<file path="src/id_pkg.sv">
package id_pkg;

    // **************************************************
    // register counts and widths
    // **************************************************
    localparam int ARCH_REGS = 32;
    localparam int PHYS_REGS = 64;

    typedef logic [4:0]  arch_idx_t;
    typedef logic [5:0]  phys_idx_t;
    typedef logic [31:0] word_t;

    // **************************************************
    // instruction encodings
    // **************************************************
    // primary opcode, only the kept subset
    typedef enum logic [5:0] {
        OP_RTYPE = 6'h00,
        OP_ADDIU = 6'h09,
        OP_SLTI  = 6'h0a,
        OP_ANDI  = 6'h0c,
        OP_ORI   = 6'h0d,
        OP_XORI  = 6'h0e,
        OP_LUI   = 6'h0f,
        OP_LW    = 6'h23,
        OP_SW    = 6'h2b
    } op_e;

    // funct codes for r-type
    localparam logic [5:0] FN_SLL  = 6'h00;
    localparam logic [5:0] FN_SRL  = 6'h02;
    localparam logic [5:0] FN_ADDU = 6'h21;
    localparam logic [5:0] FN_SUBU = 6'h23;
    localparam logic [5:0] FN_AND  = 6'h24;
    localparam logic [5:0] FN_OR   = 6'h25;
    localparam logic [5:0] FN_XOR  = 6'h26;
    localparam logic [5:0] FN_SLT  = 6'h2a;

    typedef enum logic [3:0] {
        ALU_ADD,
        ALU_SUB,
        ALU_AND,
        ALU_OR,
        ALU_XOR,
        ALU_SLT,
        ALU_SLL,
        ALU_SRL,
        ALU_LUI
    } alu_op_e;

    typedef struct packed {
        op_e        op;
        arch_idx_t  rs;
        arch_idx_t  rt;
        arch_idx_t  rd;
        logic [4:0] shamt;
        logic [5:0] funct;
    } r_fmt_t;

    typedef struct packed {
        op_e         op;
        arch_idx_t   rs;
        arch_idx_t   rt;
        logic [15:0] imm16;
    } i_fmt_t;

    // same 32 bits, two views
    typedef union packed {
        r_fmt_t r_fmt;
        i_fmt_t i_fmt;
    } mips_instr_u;

    // **************************************************
    // pipeline records
    // **************************************************
    typedef struct packed {
        arch_idx_t  src_a;
        arch_idx_t  src_b;
        arch_idx_t  dest;
        logic       uses_b;
        logic       reg_write;
        alu_op_e    alu_op;
        logic [4:0] shamt;
        word_t      imm;
        logic       mem_read;
        logic       mem_write;
        word_t      pc;
    } decoded_t;

    // rename queue entry
    typedef struct packed {
        decoded_t  op;
        phys_idx_t phys_a;
        phys_idx_t phys_b;
        phys_idx_t phys_dest;
    } renamed_t;

    typedef struct packed {
        logic       valid;
        alu_op_e    alu_op;
        logic [4:0] shamt;
        word_t      operand_a;
        word_t      operand_b;
        word_t      store_data;
        arch_idx_t  dest;
        phys_idx_t  dest_phys;
        logic       reg_write;
        logic       mem_read;
        logic       mem_write;
        word_t      pc;
    } exe_packet_t;

    // execute broadcast and memory writeback share this
    typedef struct packed {
        logic      valid;
        arch_idx_t arch;
        phys_idx_t phys;
        word_t     value;
    } writeback_t;

endpackage

</file>
<file path="src/issue_stage.sv">
`timescale 1ns/100ps

module issue_stage #(
    parameter int PHYS_REGS = id_pkg::PHYS_REGS
) (
    input  logic                 CLK,
    input  logic                 RESET,
    input  id_pkg::renamed_t     head,
    input  logic                 empty,
    input  logic [PHYS_REGS-1:0] ready,
    input  id_pkg::word_t        val_a,
    input  id_pkg::word_t        val_b,
    output logic                 pop,
    output id_pkg::phys_idx_t    rd_a,
    output id_pkg::phys_idx_t    rd_b,
    output id_pkg::exe_packet_t  issue
);

    import id_pkg::*;

    exe_packet_t next_pkt;

    // register file reads straight from the queue head
    assign rd_a = head.phys_a;
    assign rd_b = head.phys_b;

    // in order, head only; unused sources sit on phys 0
    assign pop = !empty && ready[head.phys_a] && ready[head.phys_b];

    // **************************************************
    // packet assembly
    // **************************************************
    always_comb begin
        next_pkt.valid = 1'b1;
        next_pkt.alu_op = head.op.alu_op;
        next_pkt.shamt = head.op.shamt;
        next_pkt.operand_a = val_a;
        // register or immediate
        next_pkt.operand_b = head.op.uses_b ? val_b : head.op.imm;
        // rt value for sw
        next_pkt.store_data = val_b;
        next_pkt.dest = head.op.dest;
        next_pkt.dest_phys = head.phys_dest;
        next_pkt.reg_write = head.op.reg_write;
        next_pkt.mem_read = head.op.mem_read;
        next_pkt.mem_write = head.op.mem_write;
        next_pkt.pc = head.op.pc;
    end

    // one-cycle valid per popped entry
    always_ff @(posedge CLK or negedge RESET) begin
        if (!RESET) begin
            issue <= '0;
        end else if (pop) begin
            issue <= next_pkt;
        end else begin
            issue.valid <= 1'b0;
        end
    end

endmodule

</file>
<file path="config.mk">
export PLATFORM = sky130hd
export DESIGN_NAME = issue_stage
export DESIGN_NICKNAME = d
export VERILOG_FILES = /design/src/id_pkg.sv /design/src/issue_stage.sv
export SDC_FILE = /design/constraint.sdc
export NUM_CORES = 1
export LEC_CHECK = 0
export BUFFER_PORTS_ARGS = -buffer_cell sky130_fd_sc_hd__buf_2
export CORE_UTILIZATION = 30
export DETAILED_ROUTE_END_ITERATION = 8
export HOLD_SLACK_MARGIN = 0.05
export SKIP_CTS_REPAIR_TIMING = 1
export SYNTH_ARGS = -nofsm -noshare
export SYNTH_HDL_FRONTEND = slang
export SYNTH_SLANG_ARGS = --single-unit
</file>
<file path="constraint.sdc">
create_clock -name CLK -period 7.3 [get_ports CLK]
set_clock_uncertainty 0.2 [all_clocks]
set_input_delay 2.19 -clock CLK [delete_from_list [all_inputs] [get_ports CLK]]
set_output_delay 2.19 -clock CLK [all_outputs]
set_load 0.02 [all_outputs]
</file>
==> results.json <==
{
  "status": "finished clean",
  "cts_tree": "yes",
  "multi_input_area_mm2": 0.00312,
  "rsz0062_at_grt": "no",
  "crit_start": "head[7]",
  "largest_reg_flops": 152,
  "slew_headroom_pct": 38.5,
  "yosysTopAreaCell": "dfrtp_1",
  "regMostFlops": "issue",
  "viasPerCell": 4.61,
  "h-tree-depth": 4,
  "cpMaxStageDelayCell": "mux4_2",
  "drv_slew": 0,
  "antenna_found_initial": 1,
  "route.vias.total": 5468,
  "yosysUniqueCellTypes": 27,
  "grt_overflow_total": 0,
  "r2r-start": "issue[111]",
  "cts_num_sinks": 152,
  "fin_cells": 1186,
  "yosys-top-cells-area": "dfrtp_1 (53%), mux2_2 (16%), mux2_1 (12%), mux4_2 (6.9%), mux2i_1 (3.2%)",
  "syn_to_final_growth_pct": 37.8,
  "grt_max_degree": 153,
  "postSynthCellCount": 476,
  "cp-endpoint": "pop",
  "r2r_cells": 1,
  "wire_per_inst_um": 17.4,
  "grt_pass1_wl_mm": 30.5,
  "clock.fmax_mhz": 149,
  "seqCellArea_mm2": 0.00380,
  "clock-root-buffer": "clkbuf_16",
  "drt-initial-drc-count": 198,
  "worst-path-stages": 7,
  "r2r_slack_ns": 6.30,
  "drt_wl_total_mm": 20.7,
  "avgSynthCellArea_um2": 15.2,
  "port_buffers": 395,
  "peakVddDrop_mv": 0.153,
  "fin_util_pct": 42.3,
  "netlist_area_mm2": 0.00723,
  "cpMostUsedCell": "buf_2",
  "dr.pass1.iters": 4,
  "top_level_ports": 406,
  "die_area_mm2": 0.0247,
  "start_util_pct": 30.7,
  "pre_cts_ws_ns": 0.524,
  "final_nets": 1095,
  "worstHoldStart": "issue[72]",
  "grt_pass1_vias": 5465,
  "path_cells": "buf_2, mux2i_1, mux4_2, a311oi_1, o221ai_1, a211oi_4, buf_2",
  "final_hold_viol_count": 0,
  "routabilityCongestion": 0.881,
  "fillers": 2278,
  "power.density_mw_per_mm2": 355,
  "die_h_um": 157,
  "drive_gt1_share_pct": 64.8,
  "path_class": "in -> out",
  "setup_viol": 0,
  "finalSetupTns_ns": 0,
  "placedCellCount": 1154,
  "p_leak_nw": 4.82,
  "reg_top3": "issue (152)",
  "clk-insertion-delay-late_ns": 0.42,
  "cp.required_ns": 4.91,
  "syn_nets": 717,
  "drc": 0,
  "crit_family": "compound AO/OA/AOI/OAI gates",
  "layout_setup_ws_ns": 0.591,
  "yosys_register_bits": 152,
  "post-route-period-util_pct": 91.9,
  "num_antenna_cells": 0,
  "grt.total_usage_pct": 16.4,
  "yosysWarningCount": 0,
  "cts_inserted_buffers": 17,
  "cts_buffer_depth": 2,
  "core_area_mm2": 0.0235,
  "yosys.area.top_type_share_pct": 52.6,
  "end_kind": "primary output",
  "ant_nets": 0,
  "crit_fanout": 17,
  "num_rows": 56,
  "hold_class": "reg -> reg",
  "tightestPinTransition_ns": 0.923,
  "ys_seq_area_share_pct": 52.6,
  "dieWidth_um": 157,
  "place_hpwl_mm": 15.8,
  "crit_path_max_incr_delay_ns": 0.47,
  "r2r_end": "issue[111]",
  "period_needed_ns": 6.71,
  "drv_cap": 0,
  "clkTransAtPathRegs_ns": 0.06,
  "cp-start-kind": "input pin",
  "arrival_ns": 4.32,
  "critPathBufInv": 2
}
## synthesized netlist by cell type
cell and count:
a211oi_1 2, a211oi_4 1, a21oi_1 1, a22oi_1 8, a2bb2oi_1 1, a311oi_1 3, a31o_2 1, a31oi_1 3
and3_1 4, buf_1 2, buf_2 12, buf_4 13, buf_6 10, clkbuf_1 5, dfrtp_1 152, inv_1 2
mux2_1 79, mux2_2 105, mux2i_1 23, mux4_2 22, nand2_1 8, nand2b_1 1, nand3_1 8, nor2_1 3
nor2b_1 5, o221ai_1 1, o41ai_1 1
## how the worst min path moves through the flow
stage | endpoint | cells after the start | slack (ns)
global route | issue[126] | 1 | 0.30
detailed placement | issue[133] | 1 | 0.27
global placement | issue[61] | 1 | 0.26
floorplan | issue[100] | 1 | 0.41
finish | issue[72] | 1 | 0.28
CTS | issue[72] | 1 | 0.28
## cell usage in the layout, fill, tap and decap left out, types with 2 or more instances in the layout
cell type   synthesis  layout
mux4_2             22      22
mux2_1             79      79
mux2_2            105     105
clkinvlp_4          0       2
inv_6               0       5
inv_1               2       2
nand3_1             8       8
buf_2              12     394
nor2_1              3       3
and3_1              4       4
a31oi_1             3       3
mux2i_1            23      23
inv_8               0       3
nand2_1             8       8
clkbuf_16           0      17
dfrtp_1           152     152
a311oi_1            3       3
a211oi_1            2       2
buf_4              13       5
a22oi_1             8       8
nor2b_1             5       5
## per-stage QoR
stage / hold WS, ns / cell area (µm²) / power, W
2_1_floorplan: 0.409 / 7230 / 0.00214
3_3_place_gp: 0.262 / 9370 / 0.00266
3_5_place_dp: 0.269 / 9370 / 0.00269
4_1_cts: 0.284 / 9960 / 0.00359
5_1_grt: 0.298 / 9960 / 0.00375
6_report: 0.279 / 9960 / 0.00354
## kinds of logic (layout without fill, tap and decap cells)
kind of cell	Yosys count	in the layout	synth area share, %
AOI/OAI and AO/OA	22	22	2.49
buffers and inverters	44	435	4.21
DFF	152	152	52.6
muxes	229	229	38.7
and+or+nand+nor	29	29	1.99
## area by class of cell
type	instances	area share [%]
sequential	152	38.2
multi-input combinational	280	31.3
timing repair buffer	401	20.5
clock buffer	18	4.41
tap	319	4.01
clock inverter	14	1.53
inverter	2	0.0753
## report_power, final
group	switching (W)	total [W]	internal, W
combinational	0.000787	0.00133	0.000540
clock	0.000394	0.000888	0.000494
sequential	0.000149	0.00132	0.00117
total	0.00133	0.00354	0.00221
## per-layer routing
metal	GRT usage, %	routed length [µm]	up-vias
met1	18.2	7940	2653
met3	5.23	1700	21
met2	29.9	10800	268
met5	0	0	-
li1	-	-	2526
met4	4.39	262	0
Note: power is estimated with default switching activity, not from simulation.
