File: src/id_pkg.sv
package id_pkg;

    // **************************************************
    // register counts and widths
    // **************************************************
    localparam int ARCH_REGS = 32;
    localparam int PHYS_REGS = 64;

    typedef logic [4:0]  arch_idx_t;
    typedef logic [5:0]  phys_idx_t;
    typedef logic [31:0] word_t;

    // **************************************************
    // instruction encodings
    // **************************************************
    // primary opcode, only the kept subset
    typedef enum logic [5:0] {
        OP_RTYPE = 6'h00,
        OP_ADDIU = 6'h09,
        OP_SLTI  = 6'h0a,
        OP_ANDI  = 6'h0c,
        OP_ORI   = 6'h0d,
        OP_XORI  = 6'h0e,
        OP_LUI   = 6'h0f,
        OP_LW    = 6'h23,
        OP_SW    = 6'h2b
    } op_e;

    // funct codes for r-type
    localparam logic [5:0] FN_SLL  = 6'h00;
    localparam logic [5:0] FN_SRL  = 6'h02;
    localparam logic [5:0] FN_ADDU = 6'h21;
    localparam logic [5:0] FN_SUBU = 6'h23;
    localparam logic [5:0] FN_AND  = 6'h24;
    localparam logic [5:0] FN_OR   = 6'h25;
    localparam logic [5:0] FN_XOR  = 6'h26;
    localparam logic [5:0] FN_SLT  = 6'h2a;

    typedef enum logic [3:0] {
        ALU_ADD,
        ALU_SUB,
        ALU_AND,
        ALU_OR,
        ALU_XOR,
        ALU_SLT,
        ALU_SLL,
        ALU_SRL,
        ALU_LUI
    } alu_op_e;

    typedef struct packed {
        op_e        op;
        arch_idx_t  rs;
        arch_idx_t  rt;
        arch_idx_t  rd;
        logic [4:0] shamt;
        logic [5:0] funct;
    } r_fmt_t;

    typedef struct packed {
        op_e         op;
        arch_idx_t   rs;
        arch_idx_t   rt;
        logic [15:0] imm16;
    } i_fmt_t;

    // same 32 bits, two views
    typedef union packed {
        r_fmt_t r_fmt;
        i_fmt_t i_fmt;
    } mips_instr_u;

    // **************************************************
    // pipeline records
    // **************************************************
    typedef struct packed {
        arch_idx_t  src_a;
        arch_idx_t  src_b;
        arch_idx_t  dest;
        logic       uses_b;
        logic       reg_write;
        alu_op_e    alu_op;
        logic [4:0] shamt;
        word_t      imm;
        logic       mem_read;
        logic       mem_write;
        word_t      pc;
    } decoded_t;

    // rename queue entry
    typedef struct packed {
        decoded_t  op;
        phys_idx_t phys_a;
        phys_idx_t phys_b;
        phys_idx_t phys_dest;
    } renamed_t;

    typedef struct packed {
        logic       valid;
        alu_op_e    alu_op;
        logic [4:0] shamt;
        word_t      operand_a;
        word_t      operand_b;
        word_t      store_data;
        arch_idx_t  dest;
        phys_idx_t  dest_phys;
        logic       reg_write;
        logic       mem_read;
        logic       mem_write;
        word_t      pc;
    } exe_packet_t;

    // execute broadcast and memory writeback share this
    typedef struct packed {
        logic      valid;
        arch_idx_t arch;
        phys_idx_t phys;
        word_t     value;
    } writeback_t;

endpackage

File: src/instr_decoder.sv
`timescale 1ns/100ps

module instr_decoder (
    input  id_pkg::mips_instr_u word,
    input  id_pkg::word_t       pc,
    output id_pkg::decoded_t    op
);

    import id_pkg::*;

    word_t sext_imm;
    word_t zext_imm;

    // both extensions from the i-format view
    assign sext_imm = {{16{word.i_fmt.imm16[15]}}, word.i_fmt.imm16};
    assign zext_imm = {16'h0000, word.i_fmt.imm16};

    always_comb begin
        op = '0;
        op.pc = pc;
        op.alu_op = ALU_ADD;
        // rs is read by everything except lui
        op.src_a = word.r_fmt.rs;

        case (word.i_fmt.op)
            OP_RTYPE: begin
                // r-type reads rt and writes rd
                op.src_b = word.r_fmt.rt;
                op.dest = word.r_fmt.rd;
                op.uses_b = 1'b1;
                op.reg_write = 1'b1;
                op.shamt = word.r_fmt.shamt;
                case (word.r_fmt.funct)
                    FN_ADDU: op.alu_op = ALU_ADD;
                    FN_SUBU: op.alu_op = ALU_SUB;
                    FN_AND:  op.alu_op = ALU_AND;
                    FN_OR:   op.alu_op = ALU_OR;
                    FN_XOR:  op.alu_op = ALU_XOR;
                    FN_SLT:  op.alu_op = ALU_SLT;
                    FN_SLL:  op.alu_op = ALU_SLL;
                    FN_SRL:  op.alu_op = ALU_SRL;
                    // unsupported funct, no-op
                    default: op.reg_write = 1'b0;
                endcase
            end
            // i-type writes rt, src_b stays $zero
            OP_ADDIU: begin
                op.dest = word.i_fmt.rt;
                op.reg_write = 1'b1;
                op.imm = sext_imm;
            end
            OP_SLTI: begin
                op.dest = word.i_fmt.rt;
                op.reg_write = 1'b1;
                op.alu_op = ALU_SLT;
                op.imm = sext_imm;
            end
            OP_ANDI: begin
                op.dest = word.i_fmt.rt;
                op.reg_write = 1'b1;
                op.alu_op = ALU_AND;
                op.imm = zext_imm;
            end
            OP_ORI: begin
                op.dest = word.i_fmt.rt;
                op.reg_write = 1'b1;
                op.alu_op = ALU_OR;
                op.imm = zext_imm;
            end
            OP_XORI: begin
                op.dest = word.i_fmt.rt;
                op.reg_write = 1'b1;
                op.alu_op = ALU_XOR;
                op.imm = zext_imm;
            end
            OP_LUI: begin
                op.src_a = '0;
                op.dest = word.i_fmt.rt;
                op.reg_write = 1'b1;
                op.alu_op = ALU_LUI;
                op.imm = {word.i_fmt.imm16, 16'h0000};
            end
            // address is rs + sext imm for both memory ops
            OP_LW: begin
                op.dest = word.i_fmt.rt;
                op.reg_write = 1'b1;
                op.mem_read = 1'b1;
                op.imm = sext_imm;
            end
            OP_SW: begin
                // rt is the store data, no destination
                op.src_b = word.i_fmt.rt;
                op.mem_write = 1'b1;
                op.imm = sext_imm;
            end
            default: begin
                // unknown opcode, issues as a harmless no-op
                op.src_a = '0;
            end
        endcase

        // $zero is never renamed
        if (op.dest == '0) begin
            op.reg_write = 1'b0;
        end
    end

endmodule

File: config.mk
export PLATFORM = sky130hd
export DESIGN_NAME = instr_decoder
export DESIGN_NICKNAME = d
export VERILOG_FILES = /design/src/id_pkg.sv /design/src/instr_decoder.sv
export SDC_FILE = /design/constraint.sdc
export NUM_CORES = 1
export LEC_CHECK = 0
export ABC_CLOCK_PERIOD_IN_PS = 1240
export BUFFER_PORTS_ARGS = -buffer_cell sky130_fd_sc_hd__buf_4
export CAP_MARGIN = 0
export CORE_UTILIZATION = 25
export DETAILED_ROUTE_END_ITERATION = 7
export PLACE_DENSITY = 0.69
export SYNTH_ARGS = -nofsm -noshare
export SYNTH_HDL_FRONTEND = slang
export SYNTH_SLANG_ARGS = --single-unit
File: constraint.sdc
create_clock -name vclk -period 1.24
set_input_delay 0.062 -clock vclk [all_inputs]
set_output_delay 0.062 -clock vclk [all_outputs]
set_load 0.02 [all_outputs]
==> run summary <==
Peak per-stage delay on the critical path - 370 ps
WP data arrival - 1410 ps
DR top layer - met4
Fmax - 677 MHz
Post-DRT Antenna Nets - 0
Buf+Inv Stages, Crit Path - 4
Share of cells above drive strength 1 - 75.4%
Post-synthesis sequential area ratio - 0%
Crit end category - output port
Crit. Startpoint - word[27]
Height of the chip - 69.8 µm
Vias in the first global route - 1357
Core Box Area - 4380 µm²
Synth Cell Area - 1150 µm²
Cell accounting for the most synthesized area - buf_4
Critical Path End - op[60]
GR Util All Layers - 16.5%
RSZ-0062 raised after global routing - yes
WL met1 - 1850 µm
Synth warnings - 0
Initial antenna violation count - 0
Post-layout min period - 1480 ps
Final Hold Vio Count - 0
First-pass GRT wire length - 6790 µm
Failing checks - negative setup slack
Final Cycle Share - 119%
Slowest CP cell - a2111oi_4
Worst endpoint required time - 1180 ps
Pre-CTS setup slack - -369 ps
DRC Markers - 0
Total power - 568 µW
Synth top area share - 21.5%
Final HPWL DP - 3130 µm
Lkg Pwr - 0.00117 µW
Die Wd - 69.8 µm
CP Max Fanout - 8
Gpl congestion - 0.818
Slew headroom - 78.6%
CP Class - input port to output port
DP Area - 1850 µm²
Startpoint class of the critical path - input port
Post-route cell area - 2340 µm²
P_int - 302 µW
Hold-fix buffers at CTS - 0
Rows - 24
Layout Area Growth over Synthesis - 104%
Min-Delay Path Class - input port to output port
Port bufs - 92
Seq pwr share - 0%
# diodes - 0
Switching power - 266 µW
Drt wl/cell - 15.8 µm
I/O pin count - 156
Mapped Nets - 226
Status - finished with violations
Detailed Routing Iterations Pass 1 - 4
Initial DRC Count - 112
Seq_cells - 0
Clk pwr share - 0%
Total Wirelength - 4610 µm
Worst path top cell family by delay - compound AO/OA/AOI/OAI gates
Max Slew Vio Count - 0
Grt ovf - 0
Hold path start - pc[12]
WL met3 - 303 µm
Top cells by area, synth - buf_4 (22%), and2_1 (17%), a21o_1 (9.8%), a22o_1 (4.6%), buf_6 (2.9%)
CLK BUF - 0
Mapped Cells - 162
Final #Nets - 306
MaxCap Viol Count - 0
Crit-path cells - buf_12, nor3b_4, o21ai_2, a2111oi_4, buf_4, clkbuf_16, a21o_1, buf_6
# setup viols final - 57
Switching portion of total power - 46.8%
P per Cell Area - 242 nW/µm²
Metal2 WL - 2370 µm
Final WS setup - -237 ps
Largest net degree at the start of global routing - 18
CP Depth - 8
Seq. cell area - 0 µm²
Initial core utilization - 26.2%
Unique masters post-synth - 42
Worst slew pin tran - 319 ps
Comb power frac - 100.0%
DR vias - 1455
Vias per std cell - 4.98
Die area - 4870 µm²
Syn avg cell area - 7.10 µm²
Max IR drop VDD - 0.0880 mV
-- synth_stat cells (2+ instances only) --
library cell,instances
a21o_1,15
nor2_1,4
nand2_1,3
nor3_1,4
buf_4,33
nor3b_1,2
and3b_1,2
and4_1,2
a21oi_1,2
clkbuf_1,4
buf_6,3
o21ai_0,6
and2_1,32
nor4_1,3
nor2b_1,3
a32o_1,2
nand3_1,4
a22o_1,6
buf_2,5
or3_1,2
inv_1,3
o21a_1,2
-- per-stage QoR --
| step | setup TNS [ps] | util (%) | hold slack (ps) | instances |
|---|---|---|---|---|
| after floorplan | -719 | - | 210 | 162 |
| after global placement | -13590 | 42.1 | 124 | 276 |
| after detailed placement | -14810 | 42.1 | 124 | 276 |
| after CTS | -8920 | 48.6 | 124 | 286 |
| after global routing | -11050 | 53.4 | 124 | 292 |
| final | -7810 | 53.4 | 124 | 292 |
-- what timing repair did --
action / 4_1_cts / 5_1_grt
endpoints found under the setup margin: 57 / 59
cloned: 1 / 2
setup buffers: 9 / 5
gates resized for setup: 50 / 42
pin swaps: 24 / 24
-- cells in the final DEF, fill, tap and decap left out, types with 3 or more instances in the layout --
| master | count |
|---|---|
| and2_2 | 10 |
| and2_4 | 16 |
| inv_1 | 3 |
| a22o_1 | 6 |
| a21o_1 | 9 |
| buf_4 | 64 |
| buf_6 | 51 |
| o21ai_1 | 3 |
| a21o_4 | 6 |
| nor2_1 | 4 |
| nor4_1 | 3 |
| nor3_1 | 3 |
| nand3_1 | 3 |
| buf_8 | 4 |
| o21ai_0 | 3 |
| and2_1 | 6 |
| clkbuf_16 | 3 |
-- power by group through the flow --
| stage | clock, µW | sequential (µW) | combinational, µW |
|---|---|---|---|
| 2_1_floorplan | 0 | 0 | 391 |
| 3_3_place_gp | 0 | 0 | 459 |
| 3_5_place_dp | 0 | 0 | 463 |
| 4_1_cts | 0 | 0 | 528 |
| 5_1_grt | 0 | 0 | 604 |
| 6_report | 0 | 0 | 568 |
-- area by class of cell --
type / count / area [µm²]
fillers: 408 / 2040
multi-input cells: 113 / 1030
well taps: 52 / 65.1
inverters: 3 / 11.3
repair buffers: 124 / 1230
-- worst min path at each step --
stage	depth (start not counted)	to
after detailed placement	0	op[20]
after CTS	0	op[20]
after floorplan	1	op[33]
after global routing	0	op[3]
after global placement	0	op[20]
final	0	op[12]
-- per-layer routing --
| layer | vias to the layer above | track usage, % |
|---|---|---|
| li1 | 694 | - |
| met1 | 680 | 19.7 |
| met2 | 65 | 30.3 |
| met3 | 16 | 2.76 |
| met4 | 0 | 3.78 |
| met5 | - | 0 |
-- logic make-up (layout without fill, tap and decap cells) --
group                     Yosys count  after routing  share of synthesized area, %
xor gates and xnor gates            1              1                         0.762
and+or+nand+nor                    70             70                          40.5
buffers and inverters              49            127                          29.3
AOI/OAI and AO/OA                  42             42                          29.5
Note: power is estimated with default switching activity, not from simulation.
