File: src/id_pkg.sv
package id_pkg;

    // **************************************************
    // register counts and widths
    // **************************************************
    localparam int ARCH_REGS = 32;
    localparam int PHYS_REGS = 64;

    typedef logic [4:0]  arch_idx_t;
    typedef logic [5:0]  phys_idx_t;
    typedef logic [31:0] word_t;

    // **************************************************
    // instruction encodings
    // **************************************************
    // primary opcode, only the kept subset
    typedef enum logic [5:0] {
        OP_RTYPE = 6'h00,
        OP_ADDIU = 6'h09,
        OP_SLTI  = 6'h0a,
        OP_ANDI  = 6'h0c,
        OP_ORI   = 6'h0d,
        OP_XORI  = 6'h0e,
        OP_LUI   = 6'h0f,
        OP_LW    = 6'h23,
        OP_SW    = 6'h2b
    } op_e;

    // funct codes for r-type
    localparam logic [5:0] FN_SLL  = 6'h00;
    localparam logic [5:0] FN_SRL  = 6'h02;
    localparam logic [5:0] FN_ADDU = 6'h21;
    localparam logic [5:0] FN_SUBU = 6'h23;
    localparam logic [5:0] FN_AND  = 6'h24;
    localparam logic [5:0] FN_OR   = 6'h25;
    localparam logic [5:0] FN_XOR  = 6'h26;
    localparam logic [5:0] FN_SLT  = 6'h2a;

    typedef enum logic [3:0] {
        ALU_ADD,
        ALU_SUB,
        ALU_AND,
        ALU_OR,
        ALU_XOR,
        ALU_SLT,
        ALU_SLL,
        ALU_SRL,
        ALU_LUI
    } alu_op_e;

    typedef struct packed {
        op_e        op;
        arch_idx_t  rs;
        arch_idx_t  rt;
        arch_idx_t  rd;
        logic [4:0] shamt;
        logic [5:0] funct;
    } r_fmt_t;

    typedef struct packed {
        op_e         op;
        arch_idx_t   rs;
        arch_idx_t   rt;
        logic [15:0] imm16;
    } i_fmt_t;

    // same 32 bits, two views
    typedef union packed {
        r_fmt_t r_fmt;
        i_fmt_t i_fmt;
    } mips_instr_u;

    // **************************************************
    // pipeline records
    // **************************************************
    typedef struct packed {
        arch_idx_t  src_a;
        arch_idx_t  src_b;
        arch_idx_t  dest;
        logic       uses_b;
        logic       reg_write;
        alu_op_e    alu_op;
        logic [4:0] shamt;
        word_t      imm;
        logic       mem_read;
        logic       mem_write;
        word_t      pc;
    } decoded_t;

    // rename queue entry
    typedef struct packed {
        decoded_t  op;
        phys_idx_t phys_a;
        phys_idx_t phys_b;
        phys_idx_t phys_dest;
    } renamed_t;

    typedef struct packed {
        logic       valid;
        alu_op_e    alu_op;
        logic [4:0] shamt;
        word_t      operand_a;
        word_t      operand_b;
        word_t      store_data;
        arch_idx_t  dest;
        phys_idx_t  dest_phys;
        logic       reg_write;
        logic       mem_read;
        logic       mem_write;
        word_t      pc;
    } exe_packet_t;

    // execute broadcast and memory writeback share this
    typedef struct packed {
        logic      valid;
        arch_idx_t arch;
        phys_idx_t phys;
        word_t     value;
    } writeback_t;

endpackage

File: src/rename_map.sv
`timescale 1ns/100ps

module rename_map #(
    parameter int ARCH_REGS = id_pkg::ARCH_REGS,
    parameter int PHYS_REGS = id_pkg::PHYS_REGS
) (
    input  logic                 CLK,
    input  logic                 RESET,
    input  id_pkg::decoded_t     op,
    input  logic                 op_valid,
    input  logic                 queue_full,
    input  id_pkg::writeback_t   exe_wb,
    input  id_pkg::writeback_t   mem_wb,
    output id_pkg::renamed_t     renamed,
    output logic                 rename_fire,
    output logic [PHYS_REGS-1:0] ready
);

    import id_pkg::*;

    localparam int PTR_W = $clog2(PHYS_REGS);
    localparam int CNT_W = $clog2(PHYS_REGS + 1);
    localparam int FREE_INIT = PHYS_REGS - ARCH_REGS;

    // front map, retirement map
    phys_idx_t fmap [ARCH_REGS];
    phys_idx_t rmap [ARCH_REGS];

    // free list
    phys_idx_t free_fifo [PHYS_REGS];
    logic [PTR_W-1:0] rd_ptr;
    logic [PTR_W-1:0] wr_ptr;
    logic [CNT_W-1:0] free_count;

    logic [PHYS_REGS-1:0] busy;
    phys_idx_t alloc_phys;
    logic      alloc;
    logic      push_e;
    logic      push_m;
    phys_idx_t free_e;
    phys_idx_t free_m;

    // **************************************************
    // rename side
    // **************************************************
    assign alloc_phys = free_fifo[rd_ptr];
    // no free register needed when nothing is written
    assign rename_fire = op_valid && !queue_full && (!op.reg_write || free_count != '0);
    assign alloc = rename_fire && op.reg_write;

    always_comb begin
        renamed.op = op;
        renamed.phys_a = fmap[op.src_a];
        renamed.phys_b = fmap[op.src_b];
        renamed.phys_dest = op.reg_write ? alloc_phys : '0;
    end

    // busy, with same-cycle writeback bypass
    always_comb begin
        ready = ~busy;
        if (exe_wb.valid) begin
            ready[exe_wb.phys] = 1'b1;
        end
        if (mem_wb.valid) begin
            ready[mem_wb.phys] = 1'b1;
        end
    end

    // **************************************************
    // retirement side
    // **************************************************
    assign push_e = exe_wb.valid && exe_wb.arch != '0;
    assign push_m = mem_wb.valid && mem_wb.arch != '0;
    assign free_e = rmap[exe_wb.arch];
    // exe taken as older when both hit one arch reg
    assign free_m = (push_e && exe_wb.arch == mem_wb.arch) ? exe_wb.phys : rmap[mem_wb.arch];

    always_ff @(posedge CLK or negedge RESET) begin
        if (!RESET) begin
            // identity maps, upper half free
            for (int i = 0; i < ARCH_REGS; i++) begin
                fmap[i] <= phys_idx_t'(i);
                rmap[i] <= phys_idx_t'(i);
            end
            for (int i = 0; i < PHYS_REGS; i++) begin
                free_fifo[i] <= phys_idx_t'(ARCH_REGS + i);
            end
            rd_ptr <= '0;
            wr_ptr <= PTR_W'(FREE_INIT);
            free_count <= CNT_W'(FREE_INIT);
            busy <= '0;
        end else begin
            if (alloc) begin
                fmap[op.dest] <= alloc_phys;
                busy[alloc_phys] <= 1'b1;
                rd_ptr <= rd_ptr + 1'b1;
            end
            if (exe_wb.valid) begin
                busy[exe_wb.phys] <= 1'b0;
            end
            if (mem_wb.valid) begin
                busy[mem_wb.phys] <= 1'b0;
            end
            // displaced mappings go back on the free list
            if (push_e) begin
                rmap[exe_wb.arch] <= exe_wb.phys;
                free_fifo[wr_ptr] <= free_e;
            end
            if (push_m) begin
                rmap[mem_wb.arch] <= mem_wb.phys;
                free_fifo[wr_ptr + PTR_W'(push_e)] <= free_m;
            end
            wr_ptr <= wr_ptr + PTR_W'(push_e) + PTR_W'(push_m);
            free_count <= free_count + CNT_W'(push_e) + CNT_W'(push_m) - CNT_W'(alloc);
        end
    end

    // a freed register has had its own writeback
    a_free_not_busy: assert property (@(posedge CLK) disable iff (!RESET)
        !(push_e && !ready[free_e]) && !(push_m && !ready[free_m]));

endmodule

File: config.mk
export PLATFORM = sky130hd
export DESIGN_NAME = rename_map
export DESIGN_NICKNAME = d
export VERILOG_FILES = /design/src/id_pkg.sv /design/src/rename_map.sv
export SDC_FILE = /design/constraint.sdc
export NUM_CORES = 2
export LEC_CHECK = 0
export BUFFER_PORTS_ARGS = -buffer_cell sky130_fd_sc_hd__buf_2
export CELL_PAD_IN_SITES_DETAIL_PLACEMENT = 1
export CELL_PAD_IN_SITES_GLOBAL_PLACEMENT = 1
export CORE_MARGIN = 2
export CORE_UTILIZATION = 49
export DETAILED_ROUTE_END_ITERATION = 8
export PLACE_DENSITY = 0.86
export SLEW_MARGIN = 25
export SYNTH_ARGS = -nofsm -noshare
export SYNTH_HDL_FRONTEND = slang
export SYNTH_SLANG_ARGS = --single-unit
File: constraint.sdc
create_clock -name CLK -period 4.44 [get_ports CLK]
set_clock_uncertainty 0.1 [all_clocks]
set_input_delay 0.666 -clock CLK [delete_from_list [all_inputs] [get_ports CLK]]
set_output_delay 0.666 -clock CLK [all_outputs]
set_load 0.02 [all_outputs]
==> metrics.cfg <==
[status]
run_status=finished, violations left
violations=negative setup slack

[sta]
hold_viol=0
fin_crit_sh=1.01
rsz0062_at_grt=yes
tightest_slew_ns=1.15
fmax_mhz=224
setup_viol=1
slew_headroom=0.230
slew_viol_final=0
setup_ws_ns=-0.0316
min_period_ns=4.47

[clocking]
cts.sinks=851
tritoncts=built
clock_path_buffers=3
clk_latency_ns=0.71
cts_max_level=3
clk_pin_slew_ns=0.07
cts-root-buf=clkbuf_16
cts_made_buffers=95

[yosys]
async_flop_share=1.00
ys_seq_area_frac=0.438
synth_edf_count=0
syn_area_per_cell_um2=10.5
yosysWarnings=0
synthCells=4717
ys.flop_type=dfrtp_1
netlist_area_um2=49600
ys_types=87
synth_nets=4916
ys_seq_elements=851

[global_routing]
grt_max_degree=96
grt_overflow_total=0
antenna_found_initial=12
grt_usage=0.375
first_global_vias=46400
grt_pass1_wl_um=296000

[floorplan]
core_um2=100000
start_util=0.495
ios=359
dieArea_um2=104000
die_h_um=322
rows=116
die_w_um=322

[critical_path]
required_ns=3.67
critPathKind=reg2out
worstPathArrival_ns=3.71
path_max_fanout=12
end_kind=output pin
cp-start-kind=flop

[layout]
postLayoutCellArea_um2=55400
final_nets=4886
fin_util=0.552
area_growth_pct=11.6
seq_area_um2=21800
num-fill-cells=10600
drive_gt1_frac=0.281
multiInputGateArea_um2=25300

[placement]
place_ws_ns=-0.0689
portBuffers=142
gp_congestion=0.983
placed_area_um2=52000
dp_hpwl_um=124000

[routing]
ant_nets=0
drt_wl_total_um=195000
drt-pass1-iter-count=6
avgViaCountPerCell=7.08
vias=43400
first_iter_violations=5505
wl_per_cell_um=31.8
drc=0

[power_and_ir_drop]
finalPower_mw=37.5
max-vdd-ir-drop_v=0.000383
cellLeakagePower_nw=21.4
power_density_nw_per_um2=677

[min_path]
hp-class=in2reg

[run]
max-cap-violations=0

-- layout by cell type, fill, tap and decap left out, types with 38 or more instances in the layout --
master	count
o211ai_1	205
a22oi_1	53
dfstp_2	354
buf_4	242
nand3_1	43
nor2_1	435
mux2i_1	426
o21ai_0	454
mux4_2	257
o22ai_1	43
nand2_1	588
dfrtp_1	493
o221ai_1	43
buf_12	38
a21oi_1	275
buf_2	137
mux2_2	96
clkbuf_16	95
-- timing repair --
item                       4_1_cts  5_1_grt
setup buffers                    9        5
hold buffers                     1        0
hold endpoints to repair        22        0
gates resized for setup          7        6
setup endpoints to repair        6        6
pin swaps                        0        1
-- sequential cells by signal, summed over array words and instances, names as in the netlist --
| name | count |
|---|---|
| free_count | 7 |
| busy | 64 |
| rd_ptr | 6 |
| fmap | 192 |
| free_fifo | 384 |
| wr_ptr | 6 |
| rmap | 192 |
-- cell families after synthesis --
group | synth area share
compound gates | 0.141
flops | 0.438
fa+ha+maj | 0.00408
buf+inv | 0.0567
mux | 0.246
xor+xnor | 0.00494
simple gates | 0.109
-- per-stage QoR --
| stage | TNS [ns] | instances | hold WS, ns |
|---|---|---|---|
| after floorplan | 0 | 4717 | 0.270 |
| after global placement | 0 | 5932 | 0.277 |
| after detailed placement | -0.337 | 5932 | 0.284 |
| after CTS | 0 | 6120 | 0.280 |
| after global routing | -0.0294 | 6127 | 0.311 |
| final | -0.0316 | 6135 | 0.288 |
-- critical path, cell delays in order, from the launching register on --
cell,delay (ns)
dfrtp_4,0.56
buf_12,0.23
mux4_2,0.58
a22o_2,0.31
a2111oi_2,0.34
buf_4,0.20
a221o_1,0.30
nor3_4,0.13
and2_1,0.18
buf_2,0.15
-- cells in the mapped netlist (24+ instances only) --
cell type | count | area [um2]
buf_1 | 31 | 116
dfrtp_1 | 497 | 12400
o21ai_0 | 454 | 2270
o221ai_1 | 43 | 377
nand2_1 | 588 | 2210
o211ai_1 | 205 | 1540
o22ai_1 | 43 | 269
mux2_2 | 96 | 1080
inv_1 | 24 | 90.1
dfstp_2 | 354 | 9300
mux4_1 | 38 | 998
a22oi_1 | 54 | 405
mux2i_1 | 438 | 4380
clkbuf_1 | 370 | 1390
nand3_1 | 44 | 220
mux4_2 | 254 | 5720
a21oi_1 | 276 | 1380
buf_4 | 101 | 758
nor2_1 | 435 | 1630
o31ai_1 | 35 | 263
-- where the power goes --
group / switching [mW] / internal [mW]
combinational: 9.80 / 5.99
sequential: 2.15 / 11.2
clock: 3.59 / 4.73
total: 15.5 / 21.9
-- layer usage --
| layer | track usage | share of wire | vias up |
|---|---|---|---|
| met4 | 0.228 | 0.069 | 6 |
| met2 | 0.588 | 0.46 | 3062 |
| met1 | 0.456 | 0.36 | 22200 |
| met3 | 0.113 | 0.11 | 975 |
| met5 | 0 | 0.00024 | - |
| li1 | - | - | 17100 |
-- worst paths after layout --
| path | to | cells after the start | start | slack, ns |
|---|---|---|---|---|
| setup / recovery | renamed[5] | 9 | rd_ptr[0] | -0.03 |
| min in group asynchronous | fmap[92] | 2 | RESET | 0.49 |
| setup reg to reg | busy[45] | 8 | rd_ptr[3] | 0.44 |
| hold / removal | rmap[142] | 3 | mem_wb[36] | 0.29 |
| max in group asynchronous | free_fifo[191] | 3 | RESET | 2.51 |
| hold reg to reg | rmap[186] | 0 | rmap[186] | 0.30 |
-- area by class of cell --
class	instances	area share
Multi-Input combinational cell	3293	0.457
Sequential cell	851	0.393
Timing Repair Buffer	421	0.0599
Clock buffer	140	0.0498
Tap cell	1357	0.0307
Clock inverter	38	0.00789
Inverter	25	0.00169
Antenna cell	10	0.000452
No activity file was read; power rests on OpenSTA's default activity.
