## src/fetch_queue.sv

```systemverilog
`timescale 1ns/100ps

module fetch_queue #(
    parameter int WIDTH = 64,
    parameter int DEPTH = 8
) (
    input  logic             CLK,
    input  logic             RESET,
    input  logic             push,
    input  logic [WIDTH-1:0] push_data,
    input  logic             pop,
    output logic [WIDTH-1:0] head,
    output logic             empty,
    output logic             full
);

    localparam int PTR_W = (DEPTH > 1) ? $clog2(DEPTH) : 1;
    localparam int CNT_W = $clog2(DEPTH + 1);

    // storage, no reset needed
    logic [WIDTH-1:0] mem [DEPTH];

    logic [PTR_W-1:0] rd_ptr;
    logic [PTR_W-1:0] wr_ptr;
    logic [CNT_W-1:0] count;

    assign head  = mem[rd_ptr];
    assign empty = (count == '0);
    // full doubles as the halt level upstream
    assign full  = (count == CNT_W'(DEPTH));

    always_ff @(posedge CLK) begin
        if (push) begin
            mem[wr_ptr] <= push_data;
        end
    end

    // **************************************************
    // pointers and occupancy
    // **************************************************
    always_ff @(posedge CLK or negedge RESET) begin
        if (!RESET) begin
            rd_ptr <= '0;
            wr_ptr <= '0;
            count  <= '0;
        end else begin
            // manual wrap, depth need not be a power of two
            if (push) begin
                wr_ptr <= (wr_ptr == PTR_W'(DEPTH - 1)) ? '0 : wr_ptr + 1'b1;
            end
            if (pop) begin
                rd_ptr <= (rd_ptr == PTR_W'(DEPTH - 1)) ? '0 : rd_ptr + 1'b1;
            end
            count <= count + CNT_W'(push) - CNT_W'(pop);
        end
    end

    // producer must respect full, consumer must respect empty
    a_no_overflow: assert property (@(posedge CLK) disable iff (!RESET) !(push && full));
    a_no_underflow: assert property (@(posedge CLK) disable iff (!RESET) !(pop && empty));

endmodule

```

## config.mk

```make
export PLATFORM = sky130hd
export DESIGN_NAME = fetch_queue
export DESIGN_NICKNAME = d
export VERILOG_FILES = /design/src/fetch_queue.sv
export SDC_FILE = /design/constraint.sdc
export NUM_CORES = 1
export LEC_CHECK = 0
export ABC_AREA = 0
export CAP_MARGIN = 25
export CELL_PAD_IN_SITES_DETAIL_PLACEMENT = 0
export CELL_PAD_IN_SITES_GLOBAL_PLACEMENT = 1
export CORE_ASPECT_RATIO = 1.5
export CORE_MARGIN = 2
export CORE_UTILIZATION = 45
export DETAILED_ROUTE_END_ITERATION = 10
export DONT_BUFFER_PORTS = 1
export HOLD_SLACK_MARGIN = 0.03
export PLACE_DENSITY = 0.61
export SLEW_MARGIN = 20
export SYNTH_ARGS = -nofsm -noshare
export SYNTH_HDL_FRONTEND = slang
export SYNTH_SLANG_ARGS = --single-unit
```

## constraint.sdc

```tcl
create_clock -name CLK -period 7.5 [get_ports CLK]
set_clock_uncertainty 0.1 [all_clocks]
set_input_delay 1.125 -clock CLK [delete_from_list [all_inputs] [get_ports CLK]]
set_output_delay 1.125 -clock CLK [all_outputs]
set_load 0.1 [all_outputs]
```

==> results of run 1 <==
## registers in the layout (all words and copies together), names as in the netlist
| register | count |
|---|---|
| mem | 512 |
| count | 4 |
| rd_ptr | 3 |
| wr_ptr | 3 |
## per-stage QoR
step / area [µm²] / hold slack (ns)
after floorplan: 19800 / 0.424
after global placement: 20500 / 0.452
after global routing: 22100 / 0.120
after detailed placement: 20600 / 0.464
final: 22100 / 0.155
after CTS: 22100 / 0.125
## cells by family (layout without fill, tap and decap cells)
kind of cell / count (synthesis) / count (layout) / synth area share (%)
flops: 522 / 522 / 78.9
buf+inv: 45 / 116 / 1.30
xor+xnor: 2 / 2 / 0.0885
compound gates: 3 / 3 / 0.0884
fa+ha+maj: 11 / 11 / 0.733
simple gates: 18 / 18 / 0.423
mux: 197 / 197 / 18.5
## layer usage
layer | GRT usage (%) | wire [µm] | up-vias
li1 | - | - | 3456
met1 | 19.9 | 14500 | 4449
met2 | 32.0 | 21400 | 193
met3 | 4.50 | 2430 | 58
met4 | 5.25 | 865 | 0
met5 | 0 | 0 | -
## worst register-to-register path, stage by stage, from the launching register on
cell      delay [ns]
dfrtp_1         0.41
nand2b_1        0.32
nor2_4          0.54
buf_4           0.87
## Yosys cell counts
cell type / n
buf_6: 11
xnor2_1: 1
xor2_1: 1
inv_1: 9
buf_2: 5
nand3b_1: 1
nand2_1: 3
dfrtp_1: 10
ha_1: 10
clkbuf_1: 11
a21oi_1: 1
and3_1: 2
nor2_1: 8
nand2b_1: 2
o21ai_0: 1
buf_1: 9
edfxtp_1: 512
nor3_1: 2
a21o_1: 1
mux4_2: 128
mux2_2: 69
fa_1: 1
## final timing paths
check                                        endpoint  depth (start not counted)
worst max register to register   mem[3][46]$_DFFE_PP_                          3
worst min-delay path               count[0]$_DFF_PN0_                          0
max in group asynchronous       rd_ptr[1]$_DFFE_PN0P_                          0
min in group CLK                wr_ptr[2]$_DFFE_PN0P_                          1
worst min register to register  wr_ptr[2]$_DFFE_PN0P_                          1
worst max-delay path                          head[8]                          4
## layout make-up
class | instances | area, µm² | area share [%]
Timing Repair Buffer | 20 | 260 | 1.18
Tap cell | 576 | 721 | 3.25
Clock buffer | 59 | 1260 | 5.71
Multi-Input combinational cell | 231 | 3980 | 18.0
Clock inverter | 28 | 255 | 1.15
Inverter | 9 | 33.8 | 0.153
Sequential cell | 522 | 15600 | 70.6
==> out/metrics.yaml, run 1 <==
run_status:
  status: "finished clean"
sta:
  setup_viol: 0
  rsz0062_at_grt: "false"
  max_slew_margin_pct: 34.2
  hold_violations: 0
  min_period_ns: 4.68
  drv_slew: 0
  setup_slack_ns: 2.82
  finalCritPeriodShare_pct: 62.4
  tns_ns: 0
  clock.fmax_mhz: 214
  worstMarginPinSlew_ns: 0.990
run:
  cap_violations: 0
detailed_routing:
  via_per_inst: 5.64
  routedWlPerCell_um: 27.1
  drt_iter0_drc: 546
  drc: 0
  antenna_left: 0
  wl_mm: 39.2
  drt_first_pass_iters: 4
  vias: 8156
synth:
  ys_seq_area_share_pct: 78.9
  ys_seq_elements: 522
  syn-instance-count: 798
  synth_top_cell_by_area: "edfxtp_1"
  ys_warn_count: 0
  synth_cell_types: 22
  synthTopCellsByArea: "edfxtp_1, mux4_2, mux2_2, dfrtp_1, ha_1"
  netlist_area_um2: 19800
  synth.top_cell.area_share_pct: 77.6
  avgSynthCellArea_um2: 24.8
  synth_fp_nets: 877
cts:
  cts.sinks: 522
  root_buffer: "clkbuf_16"
  path_clk_slew_ns: 0.06
  clk_latency_ns: 0.55
  cts_buffers: 48
  clk_path_buf_depth: 3
  h-tree-depth: 2
  ctsResizeCount: 0
  cts_tree: "yes"
  post_cts_buffers: 0
  cts_hold_buf: 0
worst_setup_path:
  path_max_fanout: 52
  slowest_delay_ns: 0.89
  crit_required_ns: 6.27
  critical_path_class: "flip-flop to output pin"
  cpMaxStageDelayCell: "dfrtp_4"
  startpoint: "rd_ptr[2]$_DFFE_PN0P_"
  cp-end-kind: "output pin"
  r2r-start: "wr_ptr[2]$_DFFE_PN0P_"
  r2r_slack_ns: 4.85
  cp-start-kind: "flip-flop"
  arrival_ns: 3.45
  critPathTopFamily: "buffers and inverters"
  critPathBufInv: 2
  path_cells: "buf_12, buf_4, mux4_2, mux2_2"
final_layout:
  fin_util_pct: 50.8
  antenna_cells: 0
  nets: 911
  layout_common_cells: "edfxtp_1, mux4_2, mux2_2"
  drive_above_1_share_pct: 33.5
  syn_to_final_growth_pct: 11.8
  fill_cells: 3380
  layout.cells.non_filler: 1445
  mostFrequentLayoutCell: "edfxtp_1"
floorplan:
  die_h_um: 261
  io_pins: 134
  initial_core_util_pct: 45.4
  die_w_um: 175
  core_area_um2: 43600
  fp.dieArea_um2: 45700
  num_rows: 94
global_route:
  grt_max_degree: 89
  grt_pass1_vias: 9072
  antenna_found_initial: 0
  grt_pass1_wl_mm: 57.5
  overflow: 0
  grt_usage_pct: 17.4
place:
  dpl.cell_count: 1358
  place_hpwl_mm: 21.4
  dp_slack_ns: 3.34
  port_buffers: 0
  globalplace.congestion: 0.672
min_path:
  holdCritPathClass: "primary input to async pin"
Power of run 1 is not shown: default switching activity piles up to over one toggle a cycle in this logic, so the estimate is an artifact.
==> run 2: changes to the inputs <==
==> constraint.sdc (replaced) <==
create_clock -name CLK -period 4.8 [get_ports CLK]
set_clock_uncertainty 0.1 [all_clocks]
set_input_delay 0.72 -clock CLK [delete_from_list [all_inputs] [get_ports CLK]]
set_output_delay 0.72 -clock CLK [all_outputs]
set_load 0.1 [all_outputs]
==> run 2 against run 1 <==
Core utilization about the same. Sequential share of layout area about the same. Flip-flop and latch count did not move. Critical endpoint is now head[62]. Final cell count fell by 0.21%. Register-to-register slack worse by 2.4 ns. Design area hardly changed.
==> out/metrics.yaml, run 2 (synthesized netlist as in run 1, its figures left out) <==
sta:
  worstMarginPinSlew_ns: 0.971  # was 0.990 ns
  clock.fmax_mhz: 264
  hold_ws_ns: 0.145  # was 0.155 ns
  setup_viol: 0  # unchanged
  finalCritPeriodShare_pct: 78.8
  rsz0062_at_grt: "false"  # unchanged
  max_slew_margin_pct: 35.5  # was 34.2%
  min_period_ns: 3.78
  drv_slew: 0  # unchanged
  hold_violations: 0  # unchanged
  tns_ns: 0  # unchanged
  setup_slack_ns: 1.02  # was 2.82 ns
final_layout:
  multi_input_area_um2: 3990  # was 3980 µm²
  largest-register: "mem"  # unchanged
  mostFrequentLayoutCell: "edfxtp_1"  # unchanged
  layout_common_cells: "edfxtp_1, mux4_2, mux2_2"  # unchanged
  stdcell_area_um2: 22200  # was 22100 µm²
  drive_above_1_share_pct: 33.6  # was 33.5%
  syn_to_final_growth_pct: 11.9  # was 11.8%
  register_area_um2: 15600  # unchanged
  top_regs: "mem (512), count (4)"  # unchanged
  fill_cells: 3348  # was 3380
  nets: 908  # was 911
  largest_register_ffs: 512  # unchanged
detailed_routing:
  antenna_left: 0  # unchanged
  drt_iter0_drc: 610  # was 546
  drt_first_pass_iters: 4  # unchanged
  vias: 8096  # was 8156
  via_per_inst: 5.61  # was 5.64
  routedWlPerCell_um: 26.9  # was 27.1 µm
  drc: 0  # unchanged
  wl_mm: 38.8  # was 39.2 mm
floorplan:
  die_w_um: 175  # unchanged
  core_area_um2: 43600  # unchanged
  io_pins: 134  # unchanged
  num_rows: 94  # unchanged
  initial_core_util_pct: 45.4  # unchanged
  fp.dieArea_um2: 45700  # unchanged
  die_h_um: 261  # unchanged
worst_setup_path:
  startpoint: "rd_ptr[0]$_DFFE_PN0P_"  # was rd_ptr[2]$_DFFE_PN0P_
  r2r-start: "wr_ptr[2]$_DFFE_PN0P_"  # unchanged
  cpMaxStageDelayCell: "dfrtp_4"  # unchanged
  crit_required_ns: 3.98  # was 6.27 ns
  critical_path_class: "flip-flop to output pin"  # unchanged
  cp-start-kind: "flip-flop"  # unchanged
  slowest_delay_ns: 0.84  # was 0.89 ns
  path_cells: "buf_4, mux4_2, mux2_2"  # was buf_12, buf_4, mux4_2, mux2_2
  critPathTopFamily: "multiplexers"  # was buffers and inverters
  path_max_fanout: 31  # was 52
  arrival_ns: 2.96  # was 3.45 ns
  critPathBufInv: 1  # was 2
  cp-end-kind: "output pin"  # unchanged
run_status:
  status: "finished clean"  # unchanged
cts:
  cts.sinks: 522  # unchanged
  ctsResizeCount: 0  # unchanged
  cts_tree: "yes"  # unchanged
  path_clk_slew_ns: 0.07  # was 0.06 ns
  h-tree-depth: 2  # unchanged
  clk_path_buf_depth: 3  # unchanged
  clk_latency_ns: 0.55  # about the same
  root_buffer: "clkbuf_16"  # unchanged
  cts_buffers: 47  # was 48
place:
  globalplace.congestion: 0.714  # was 0.672
  port_buffers: 0  # unchanged
  place_hpwl_mm: 21.2  # was 21.4 mm
  dp_slack_ns: 1.52  # was 3.34 ns
  dpl_cell_area_um2: 20700  # was 20600 µm²
global_route:
  grt_pass1_vias: 9048  # was 9072
  overflow: 0  # unchanged
  grt_pass1_wl_mm: 57.2  # was 57.5 mm
  grt_max_degree: 99  # was 89
  grt_usage_pct: 17.2  # was 17.4%
  antenna_found_initial: 2  # was 0
run:
  cap_violations: 0  # unchanged
min_path:
  holdCritPathClass: "primary input to flip-flop"  # was primary input to async pin
  worstHoldStart: "push_data[34]"
==> run 2: final timing paths <==
kind	endpoint	slack, ns	depth (start not counted)
setup / recovery	head[62]	1.02	3
hold / removal	mem[7][34]$_DFFE_PP_	0.15	0
setup reg to reg	mem[3][55]$_DFFE_PP_	2.45	3
hold reg to reg	wr_ptr[2]$_DFFE_PN0P_	0.47	1
max in group asynchronous	rd_ptr[1]$_DFFE_PN0P_	3.63	1
min in group asynchronous	rd_ptr[2]$_DFFE_PN0P_	0.51	1
==> run 2: layer usage <==
| metal | wire, µm | global-route usage [%] |
|---|---|---|
| met5 | 0 | 0 |
| met3 | 1890 | 3.59 |
| met2 | 21000 | 31.6 |
| met4 | 873 | 5.30 |
| met1 | 15100 | 20.3 |
==> run 2: stage by stage <==
step | cells | utilization [%]
2_1_floorplan | 798 | -
3_3_place_gp | 1353 | 47.2
3_5_place_dp | 1355 | 47.4
4_1_cts | 1441 | 50.8
5_1_grt | 1442 | 50.8
6_report | 1442 | 50.8
==> run 2: cell type report <==
class | instances | share of cell area [%]
Inverter | 9 | 0.152
Clock buffer | 64 | 5.78
Antenna cell | 1 | 0.0113
Multi-Input combinational cell | 231 | 18.0
Timing Repair Buffer | 18 | 1.31
Clock inverter | 21 | 0.898
Sequential cell | 522 | 70.6
Tap cell | 576 | 3.25
==> run 2: repair_timing <==
| action | CTS | global route |
|---|---|---|
| buffers inserted | 0 | 0 |
| hold buffers | 1 | 0 |
| endpoints found under the hold margin | 10 | 0 |
| endpoints found under the setup margin | 0 | 0 |
Power of run 2 is left out for the same reason.
